File: config.mk
export PLATFORM = sky130hd
export DESIGN_NAME = dual_deque_top
export DESIGN_NICKNAME = d
export VERILOG_FILES = /design/src/hw/deque_cmd_pkg.sv /design/src/hw/deque_status_pkg.sv /design/src/hw/cmd_decoder.sv /design/src/hw/deque_store.sv /design/src/hw/status_reporter.sv /design/src/hw/dual_deque_top.sv
export VERILOG_INCLUDE_DIRS = /design/src /design/src/hw
export SDC_FILE = /design/constraint.sdc
export NUM_CORES = 1
export LEC_CHECK = 0
export BUFFER_PORTS_ARGS = -buffer_cell sky130_fd_sc_hd__clkbuf_2
export CORE_UTILIZATION = 60
export CTS_CLUSTER_SIZE = 8
export DETAILED_ROUTE_END_ITERATION = 10
export PLACE_DENSITY = 0.74
export SETUP_SLACK_MARGIN = 0.15
export SYNTH_ARGS = -nofsm -noshare
export SYNTH_HDL_FRONTEND = slang
export SYNTH_SLANG_ARGS = --single-unit
File: constraint.sdc
create_clock -name clk -period 6.1 [get_ports clk]
set_clock_uncertainty 0.2 [all_clocks]
set_input_delay 0.61 -clock clk [delete_from_list [all_inputs] [get_ports clk]]
set_output_delay 0.61 -clock clk [all_outputs]
set_load 0.05 [all_outputs]
File: src/hw/deque_macros.svh
`ifndef DEQUE_MACROS_SVH
`define DEQUE_MACROS_SVH

// Bits per stored element.
`define DEQUE_WIDTH 8

// Entries per deque.
`define DEQUE_WORDS 16

// Independent deque channels.
`define DEQUE_COUNT 2

`endif

File: src/hw/deque_cmd_pkg.sv
package deque_cmd_pkg;

  // Push and pop strobes together mean replace.
  typedef enum logic [1:0] {
    op_nop     = 2'b00,
    op_push    = 2'b01,
    op_pop     = 2'b10,
    op_replace = 2'b11
  } deque_op_e;

  // Which end of the deque a command works on.
  typedef enum logic {
    end_front = 1'b0,
    end_back  = 1'b1
  } deque_end_e;

endpackage

File: src/hw/deque_status_pkg.sv
package deque_status_pkg;

  // Reason a command was refused by a deque.
  typedef enum logic [1:0] {
    rej_none      = 2'b00,
    rej_overflow  = 2'b01,
    rej_underflow = 2'b10
  } reject_e;

endpackage

File: src/hw/cmd_decoder.sv
`timescale 1ns/1ps
`include "deque_macros.svh"

module cmd_decoder
  import deque_cmd_pkg::*;
(
  input  logic                    clk,
  input  logic                    rst_n,
  input  logic                    deque_select,
  input  logic                    end_select,
  input  logic                    push,
  input  logic                    pop,
  input  logic [`DEQUE_WIDTH-1:0] data_in,
  output deque_op_e               op,
  output deque_end_e              end_sel,
  output logic [`DEQUE_COUNT-1:0] chan_en,
  output logic [`DEQUE_WIDTH-1:0] wdata
);

  deque_op_e               next_op;
  logic [`DEQUE_COUNT-1:0] next_en;

  always_comb begin
    case ({pop, push})
      2'b01:   next_op = op_push;
      2'b10:   next_op = op_pop;
      2'b11:   next_op = op_replace;
      default: next_op = op_nop;
    endcase
  end

  // Idle cycles select no channel.
  assign next_en = (next_op == op_nop) ? '0
                 : ({{(`DEQUE_COUNT-1){1'b0}}, 1'b1} << deque_select);

  always_ff @(posedge clk) begin
    if (!rst_n) begin
      op      <= op_nop;
      end_sel <= end_front;
      chan_en <= '0;
    end else begin
      op      <= next_op;
      end_sel <= deque_end_e'(end_select);
      chan_en <= next_en;
    end
  end

  always_ff @(posedge clk) begin
    wdata <= data_in;
  end

  a_chan_en_onehot: assert property (
    @(posedge clk) disable iff (!rst_n)
    $onehot0(chan_en) && ((op == op_nop) == (chan_en == '0))
  );

endmodule

File: src/hw/deque_store.sv
`timescale 1ns/1ps
`include "deque_macros.svh"

module deque_store
  import deque_cmd_pkg::*;
  import deque_status_pkg::*;
#(
  parameter int WORDS = `DEQUE_WORDS
) (
  input  logic                    clk,
  input  logic                    rst_n,
  input  logic                    en,
  input  deque_op_e               op,
  input  deque_end_e              end_sel,
  input  logic [`DEQUE_WIDTH-1:0] wdata,
  output logic [`DEQUE_WIDTH-1:0] peek,
  output logic                    empty,
  output logic                    full,
  output reject_e                 reject
);

  localparam int ptr_w = $clog2(WORDS);
  localparam logic [ptr_w-1:0] last_idx = ptr_w'(WORDS - 1);

  logic [`DEQUE_WIDTH-1:0] mem [WORDS];

  // Write pointers point at the next free slot on each side.
  logic [ptr_w-1:0] front_wr;
  logic [ptr_w-1:0] back_wr;
  logic [ptr_w-1:0] front_rd;
  logic [ptr_w-1:0] back_rd;
  logic [ptr_w-1:0] front_next;
  logic [ptr_w-1:0] back_next;

  logic       last_en;
  deque_end_e last_end;
  reject_e    next_reject;

  assign front_rd   = (front_wr == '0) ? last_idx : front_wr - 1'b1;
  assign back_rd    = (back_wr == last_idx) ? '0 : back_wr + 1'b1;
  assign front_next = (front_wr == last_idx) ? '0 : front_wr + 1'b1;
  assign back_next  = (back_wr == '0) ? last_idx : back_wr - 1'b1;

  // Pointers meet with data present.
  assign full = (front_wr == back_rd) && !empty;

  assign peek = (!last_en || empty) ? '0
              : (last_end == end_back) ? mem[back_rd] : mem[front_rd];

  always_comb begin
    next_reject = rej_none;
    if (en) begin
      case (op)
        op_push: begin
          if (full) begin
            next_reject = rej_overflow;
          end
        end
        op_pop, op_replace: begin
          if (empty) begin
            next_reject = rej_underflow;
          end
        end
        default: next_reject = rej_none;
      endcase
    end
  end

  always_ff @(posedge clk) begin
    if (!rst_n) begin
      empty    <= 1'b1;
      front_wr <= '0;
      back_wr  <= last_idx;
      last_en  <= 1'b0;
      last_end <= end_front;
      reject   <= rej_none;
      for (int i = 0; i < WORDS; i++) begin
        mem[i] <= '0;
      end
    end else begin
      last_en <= en;
      reject  <= next_reject;
      if (en) begin
        last_end <= end_sel;
      end
      if (en && next_reject == rej_none) begin
        case (op)
          op_push: begin
            empty <= 1'b0;
            if (end_sel == end_back) begin
              mem[back_wr] <= wdata;
              back_wr      <= back_next;
            end else begin
              mem[front_wr] <= wdata;
              front_wr      <= front_next;
            end
          end
          op_pop: begin
            empty <= (front_rd == back_rd); // Last element leaves.
            if (end_sel == end_back) begin
              back_wr <= back_rd;
            end else begin
              front_wr <= front_rd;
            end
          end
          op_replace: begin
            if (end_sel == end_back) begin
              mem[back_rd] <= wdata;
            end else begin
              mem[front_rd] <= wdata;
            end
          end
          default: begin
          end
        endcase
      end
    end
  end

  // An empty deque has its pointers in the met position.
  a_empty_pointers_meet: assert property (
    @(posedge clk) disable iff (!rst_n)
    empty |-> (front_wr == back_rd)
  );

  a_reject_needs_en: assert property (
    @(posedge clk) disable iff (!rst_n)
    !en |=> (reject == rej_none)
  );

endmodule

File: src/hw/status_reporter.sv
`timescale 1ns/1ps
`include "deque_macros.svh"

module status_reporter
  import deque_status_pkg::*;
(
  input  logic                    clk,
  input  logic                    rst_n,
  input  logic                    err_clear,
  input  logic [`DEQUE_WIDTH-1:0] peek_a,
  input  logic [`DEQUE_WIDTH-1:0] peek_b,
  input  logic [`DEQUE_COUNT-1:0] empty_in,
  input  logic [`DEQUE_COUNT-1:0] full_in,
  input  reject_e                 reject_a,
  input  reject_e                 reject_b,
  output logic [`DEQUE_WIDTH-1:0] data_out,
  output logic [`DEQUE_COUNT-1:0] empty,
  output logic [`DEQUE_COUNT-1:0] full,
  output logic                    overflow,
  output logic                    underflow
);

  logic set_overflow;
  logic set_underflow;

  assign set_overflow  = (reject_a == rej_overflow) || (reject_b == rej_overflow);
  assign set_underflow = (reject_a == rej_underflow) || (reject_b == rej_underflow);

  always_ff @(posedge clk) begin
    if (!rst_n) begin
      data_out  <= '0;
      empty     <= '1;
      full      <= '0;
      overflow  <= 1'b0;
      underflow <= 1'b0;
    end else begin
      data_out  <= peek_a | peek_b; // Idle channel peeks are zero.
      empty     <= empty_in;
      full      <= full_in;
      overflow  <= set_overflow || (overflow && !err_clear);
      underflow <= set_underflow || (underflow && !err_clear);
    end
  end

endmodule

File: src/hw/dual_deque_top.sv
`timescale 1ns/1ps
`include "deque_macros.svh"

module dual_deque_top
  import deque_cmd_pkg::*;
  import deque_status_pkg::*;
(
  input  logic                    clk,
  input  logic                    rst_n,
  input  logic                    deque_select,
  input  logic                    end_select,
  input  logic                    push,
  input  logic                    pop,
  input  logic [`DEQUE_WIDTH-1:0] data_in,
  input  logic                    err_clear,
  output logic [`DEQUE_WIDTH-1:0] data_out,
  output logic [`DEQUE_COUNT-1:0] empty,
  output logic [`DEQUE_COUNT-1:0] full,
  output logic                    overflow,
  output logic                    underflow
);

  deque_op_e               op;
  deque_end_e              end_sel;
  logic [`DEQUE_COUNT-1:0] chan_en;
  logic [`DEQUE_WIDTH-1:0] wdata;

  logic [`DEQUE_WIDTH-1:0] peek_0;
  logic [`DEQUE_WIDTH-1:0] peek_1;
  logic [`DEQUE_COUNT-1:0] deque_empty;
  logic [`DEQUE_COUNT-1:0] deque_full;
  reject_e                 reject_0;
  reject_e                 reject_1;

  cmd_decoder u_decoder (
    .clk          (clk),
    .rst_n        (rst_n),
    .deque_select (deque_select),
    .end_select   (end_select),
    .push         (push),
    .pop          (pop),
    .data_in      (data_in),
    .op           (op),
    .end_sel      (end_sel),
    .chan_en      (chan_en),
    .wdata        (wdata)
  );

  deque_store #(
    .WORDS (`DEQUE_WORDS)
  ) u_deque_0 (
    .clk     (clk),
    .rst_n   (rst_n),
    .en      (chan_en[0]),
    .op      (op),
    .end_sel (end_sel),
    .wdata   (wdata),
    .peek    (peek_0),
    .empty   (deque_empty[0]),
    .full    (deque_full[0]),
    .reject  (reject_0)
  );

  deque_store #(
    .WORDS (`DEQUE_WORDS)
  ) u_deque_1 (
    .clk     (clk),
    .rst_n   (rst_n),
    .en      (chan_en[1]),
    .op      (op),
    .end_sel (end_sel),
    .wdata   (wdata),
    .peek    (peek_1),
    .empty   (deque_empty[1]),
    .full    (deque_full[1]),
    .reject  (reject_1)
  );

  status_reporter u_reporter (
    .clk       (clk),
    .rst_n     (rst_n),
    .err_clear (err_clear),
    .peek_a    (peek_0),
    .peek_b    (peek_1),
    .empty_in  (deque_empty),
    .full_in   (deque_full),
    .reject_a  (reject_0),
    .reject_b  (reject_1),
    .data_out  (data_out),
    .empty     (empty),
    .full      (full),
    .overflow  (overflow),
    .underflow (underflow)
  );

endmodule

# After elaboration in Yosys (flattened, before gate mapping)
# Memories as Yosys holds them, arrays and structs flattened.
# Cells that the tools add are included.
[classes]
n_eq_ne = 22
add_sub_neg = 8
shift = 1
bitwise_logic = 2
mux = 90
reduce_logical = 41
[op_table]
columns = ["op", "count"]
rows = [
  ["two-way mux 4 bit", 24],
  ["two-way mux 8 bit", 12],
  ["OR reduction 8 bit", 8],
  ["two-way mux 1 bit", 41],
  ["one-hot mux 4 bit (2 select lines)", 4],
  ["adder 4 x 1 -> 4 bit, second input constant", 4],
  ["equality test 4 bit", 4],
  ["equality test 4 bit, second input constant", 4],
  ["zero test 4 bit", 4],
  ["AND reduction 4 bit", 4],
  ["subtractor 4 x 1 -> 4 bit, second input constant", 4],
  ["equality test 2 bit, second input constant", 6],
  ["equality test 2 x 1 -> 1 bit, second input constant", 4],
  ["two-way mux 2 bit", 4],
  ["!= test 2 bit, second input constant", 4],
  ["bitwise OR 8 bit", 1],
  ["one-hot mux 2 bit (2 select lines)", 2],
  ["logical AND 1 bit", 6],
  ["zero test 2 bit", 3],
  ["logical OR 1 bit", 6],
  ["one-hot mux 2 bit (3 select lines)", 1],
  ["zero test 1 bit", 5],
  ["one-hot mux 1 bit (2 select lines)", 2],
  ["AND reduction 2 bit", 2],
  ["other kinds (4)", 5],
]
[totals]
word_cells = 187
memories = 2
register_bits = 53
ram_bits = 256
output_inout_bits = 14
[memory_table]
columns = ["name", "depth", "word_bits", "rd", "rd_ports_with_merged_regs", "wr", "line_no", "source"]
rows = [
  ["u_deque_0.mem", 16, 8, 2, 0, 16, "deque_store.sv:25", "logic [`DEQUE_WIDTH-1:0] mem [WORDS];"],
  ["u_deque_1.mem", 16, 8, 2, 0, 16, "deque_store.sv:25", ""],
]

# Depth between registers and ports, before layout
[logic_depth]
word_depth = 17
mapped_depth = 14
mapped_depth_nobuf = 9

# By module
# A second synthesis with hierarchy kept.
[unflattened]
hier_cells = 1468
hier_area_um2 = 17923.4
[modules_own_cells]
columns = ["module", "area_per_inst_um2", "cells_each", "instances"]
rows = [
  ["deque_store (u_deque_0)", 8732.1, 720, 1],
  ["deque_store (u_deque_1)", 8465.6, 693, 1],
  ["status_reporter", 430.4, 35, 1],
  ["cmd_decoder", 295.3, 20, 1],
]

# Worst setup path after synthesis
# No wires, ideal clock.
[synth_path]
kind = "flip-flop to flip-flop"
start = "register u_deque_0.back_wr[0]"
end = "memory u_deque_0.mem[11][0] in the netlist's numbering (enable)"
stages_incl_launch_ff = 13
synth_period_minus_slack_ps = 4422
t_arrival_ps = 3838
setup_slack_ps = 1678
cell_sequence = "dfxtp_1 -> buf_1 -> clkbuf_1 -> inv_1 -> ha_1 -> buf_2 -> xnor2_1 -> nand4_1 -> or2_2 -> o21ai_1 -> o32a_1 -> nand2_1 -> o21ai_0"
[synth_rtl]
columns = ["element", "line_no", "source"]
rows = [
  ["start: declaration", "deque_store.sv:29", "logic [ptr_w-1:0] back_wr;"],
  ["start signal: assignment", "deque_store.sv:73", "back_wr <= last_idx;"],
  ["start signal: assignment", "deque_store.sv:92", "back_wr <= back_next;"],
  ["start signal: assignment", "deque_store.sv:101", "back_wr <= back_rd;"],
  ["end: declaration", "deque_store.sv:25", ""],
]

==> results.toml <==
[power_and_ir_drop]
ir_drop_v = 0.0002387
switchingPower_mw = 1.314
seqPwrFrac_pct = 45.9
powerDensity_nw_per_um2 = 271.6
power_leakage_nw = 7.520
switching_share_pct = 24.92
p_comb_share_pct = 10.4
p_clk_share_pct = 43.7
p_int_mw = 3.959

[placed_design]
placed_cell_area_um2 = 18040
gp_congestion = 0.9213
dpl.hpwl_um = 34260
dp_cells = 1759
io_buffer_count = 28

[logic_synthesis]
synth_commonest_cells = "256 x edfxtp_1, 173 x and3_1, 121 x mux4_2, 85 x clkbuf_1, 81 x nand2_1"
synth_edf_count = 256
synth_top_area_cell = "edfxtp_1"
avgSynthCellArea_um2 = 12.33
synth-async-reset-ratio_pct = 0
syn-cell-area_um2 = 17550
syn_nets = 1455
yosysWarnings = 0
synthTopCellsByArea = "edfxtp_1 44%, mux4_2 16%, and3_1 6.2%, dfxtp_1 6.0%, and2_1 2.8%"
synth_most_common_cell = "edfxtp_1"
synth_seq_cells = 309
ys_types = 85
ys_seq_area_share_pct = 49.84
syn-instance-count = 1424
ys.flop_type = "edfxtp_1"
yosysTopAreaCellShare_pct = 43.79

[drt]
first_pass_iters = 6
ant_nets = 0
wl_met3_um = 6108
wl_met2_um = 23090
met1_length_um = 20050
drt_iter0_markers = 2074
post_drt_wl_per_cell_um = 27.61
top_layer_used = "met4"
wl_um = 51000
drc = 0
vias = 13015
drt-vias-per-instance = 7.047

[worst_setup_path]
reg2reg_to = "u_deque_1.mem[0][7]$_SDFFCE_PN0P_"
required_ps = 6080
path_class = "reg -> reg"
path_delay_family = "simple AND/OR/NAND/NOR gates"
cp.depth = 8
crit_path_end_kind = "flop"
worstPathMaxFanout = 41
reg2reg_slack_ps = 1220
cpMaxStageDelayCell = "dfxtp_2"
crit_arrival_ps = 4860
startpoint_type = "flop"
cp-endpoint = "u_deque_1.mem[0][7]$_SDFFCE_PN0P_"
critical_path.max_stage_delay_ps = 1020
path_cells = "ha_1 -> xor3_1 -> nor4_1 -> and2_1 -> a21oi_2 -> a32o_1 -> nor3_2 -> nand2b_1"
path_buf_inv = 0
worst_setup_path_startpoint = "u_deque_1.back_wr[0]$_SDFFE_PN1P_"
r2r_start = "u_deque_1.back_wr[0]$_SDFFE_PN1P_"
r2r_cells = 8

[run]
maxCapViolCount = 0

[global_route]
grt_pass1_vias = 12610
grt_max_degree = 50
grt.total_usage_pct = 34.47
grt_remaining_overflow = 0
grt_pass1_wl_um = 77170
antenna_found_initial = 1

[final_layout]
nFillCells = 2086
regArea_um2 = 8752
fin_cells = 1847
multiInputGateArea_um2 = 8168
area_growth_pct = 10.62
fin_area_um2 = 19420
drive_above_1_share_pct = 19.70
nets = 1460

[floorplan]
dieArea_um2 = 29940
die_w_um = 173.0
fp-row-count = 62
io_pins = 29
coreArea_um2 = 28780
initial_utilization_pct = 60.99
die_h_um = 173.0

[sta]
setup_viol = 0
hold_ws_ps = 48.99
final_max_slew_viol_count = 0
period_minus_slack_ps = 4880
worstMarginPinSlew_ps = 1130
fmax_mhz = 204.9
finalCritPeriodShare_pct = 80.00
hold_violations = 0
grt_setup_unrepaired = "false"
slew_headroom_pct = 23.69
setup_tns_ps = 0

[clock_tree]
htree_levels = 2
clockRootBuffer = "clkbuf_16"
cts_tree = "done"
cts-buffers-inserted = 44
clock-sinks = 309
clockBufferDepth = 3
clk_pin_slew_ps = 50
ctsResizeCount = 0
post_cts_buffers = 0
hold_buffers = 8
clock_latency_ps = 550

[min_path]
hp-class = "in -> reg"

[outcome]
status = "completed"
cell usage in the layout, fill, tap and decap left out, drive strengths merged, types with 21 or more instances in the layout:
cell type	Yosys	routed
nand3	26	26
buf	39	51
and2	78	78
o21ai	51	51
dfxtp	53	53
mux4	121	121
a211oi	31	31
mux2i	39	39
and3	173	173
a21oi	41	41
edfxtp	256	256
nand2	81	81
inv	30	32
o211ai	21	21
clkbuf	89	105
nor2	79	79
cell families after synthesis:
logic type,synth area share (%)
fa+ha+maj,1.140
compound gates,9.216
xor+xnor,1.504
mux,18.39
flops,49.84
simple gates,16.20
buf+inv,3.713
power by group through the flow:
stage	Combinational [mW]	Sequential, mW	Clock (mW)
2_1_floorplan	0.384	2.42	0
3_3_place_gp	0.524	2.45	0
3_5_place_dp	0.530	2.46	0
4_1_cts	0.537	2.42	2.32
5_1_grt	0.576	2.43	2.40
6_report	0.547	2.42	2.30
worst min-delay path by stage:
stage                                    from                              end  slack [ps]  cells after the start
6_report                         deque_select  u_decoder.chan_en[0]$_SDFF_PP0_          50                      2
2_1_floorplan  u_deque_1.reject[0]$_SDFF_PN0_   u_reporter.overflow$_SDFF_PN0_         280                      2
5_1_grt                          deque_select  u_decoder.chan_en[0]$_SDFF_PP0_          50                      2
3_3_place_gp   u_reporter.overflow$_SDFF_PN0_   u_reporter.overflow$_SDFF_PN0_         280                      2
4_1_cts                          deque_select  u_decoder.chan_en[0]$_SDFF_PP0_          40                      2
3_5_place_dp     u_deque_0.empty$_SDFFE_PN1P_     u_deque_0.empty$_SDFFE_PN1P_         320                      2
metal layers:
| layer | track usage [%] | up-vias |
|---|---|---|
| met2 | 52.23 | 921 |
| met5 | 0 | - |
| li1 | - | 5534 |
| met1 | 49.69 | 6437 |
| met3 | 7.256 | 123 |
| met4 | 12.21 | 0 |
stage by stage:
stage	setup slack (ps)	power, mW	utilization (%)
final	1220	5.273	67.47
after global placement	1516	2.978	62.68
after floorplan	1678	2.804	-
after detailed placement	1399	2.988	62.68
after CTS	1380	5.272	67.46
after global routing	1009	5.402	67.46
final cells by class:
cell class	instances	share of cell area, %
Timing Repair Buffer	87	3.106
Inverter	31	0.5992
Clock inverter	2	0.2062
Clock buffer	77	6.469
Sequential cell	309	45.07
Multi-Input combinational cell	956	42.06
Tap cell	384	2.474
Antenna cell	1	0.01289
sequential cells by signal, indices dropped and copies added (netlist names), 2 cells and up:
| name | flops |
|---|---|
| u_reporter.empty | 2 |
| u_reporter.full | 2 |
| u_decoder.wdata | 8 |
| u_deque_0.mem | 128 |
| u_deque_1.front_wr | 4 |
| u_deque_0.reject | 2 |
| u_deque_0.front_wr | 4 |
| u_reporter.data_out | 8 |
| u_decoder.op | 2 |
| u_deque_1.back_wr | 4 |
| u_decoder.chan_en | 2 |
| u_deque_1.mem | 128 |
| u_deque_1.reject | 2 |
| u_deque_0.back_wr | 4 |
Note: power is estimated with default switching activity, not from simulation.
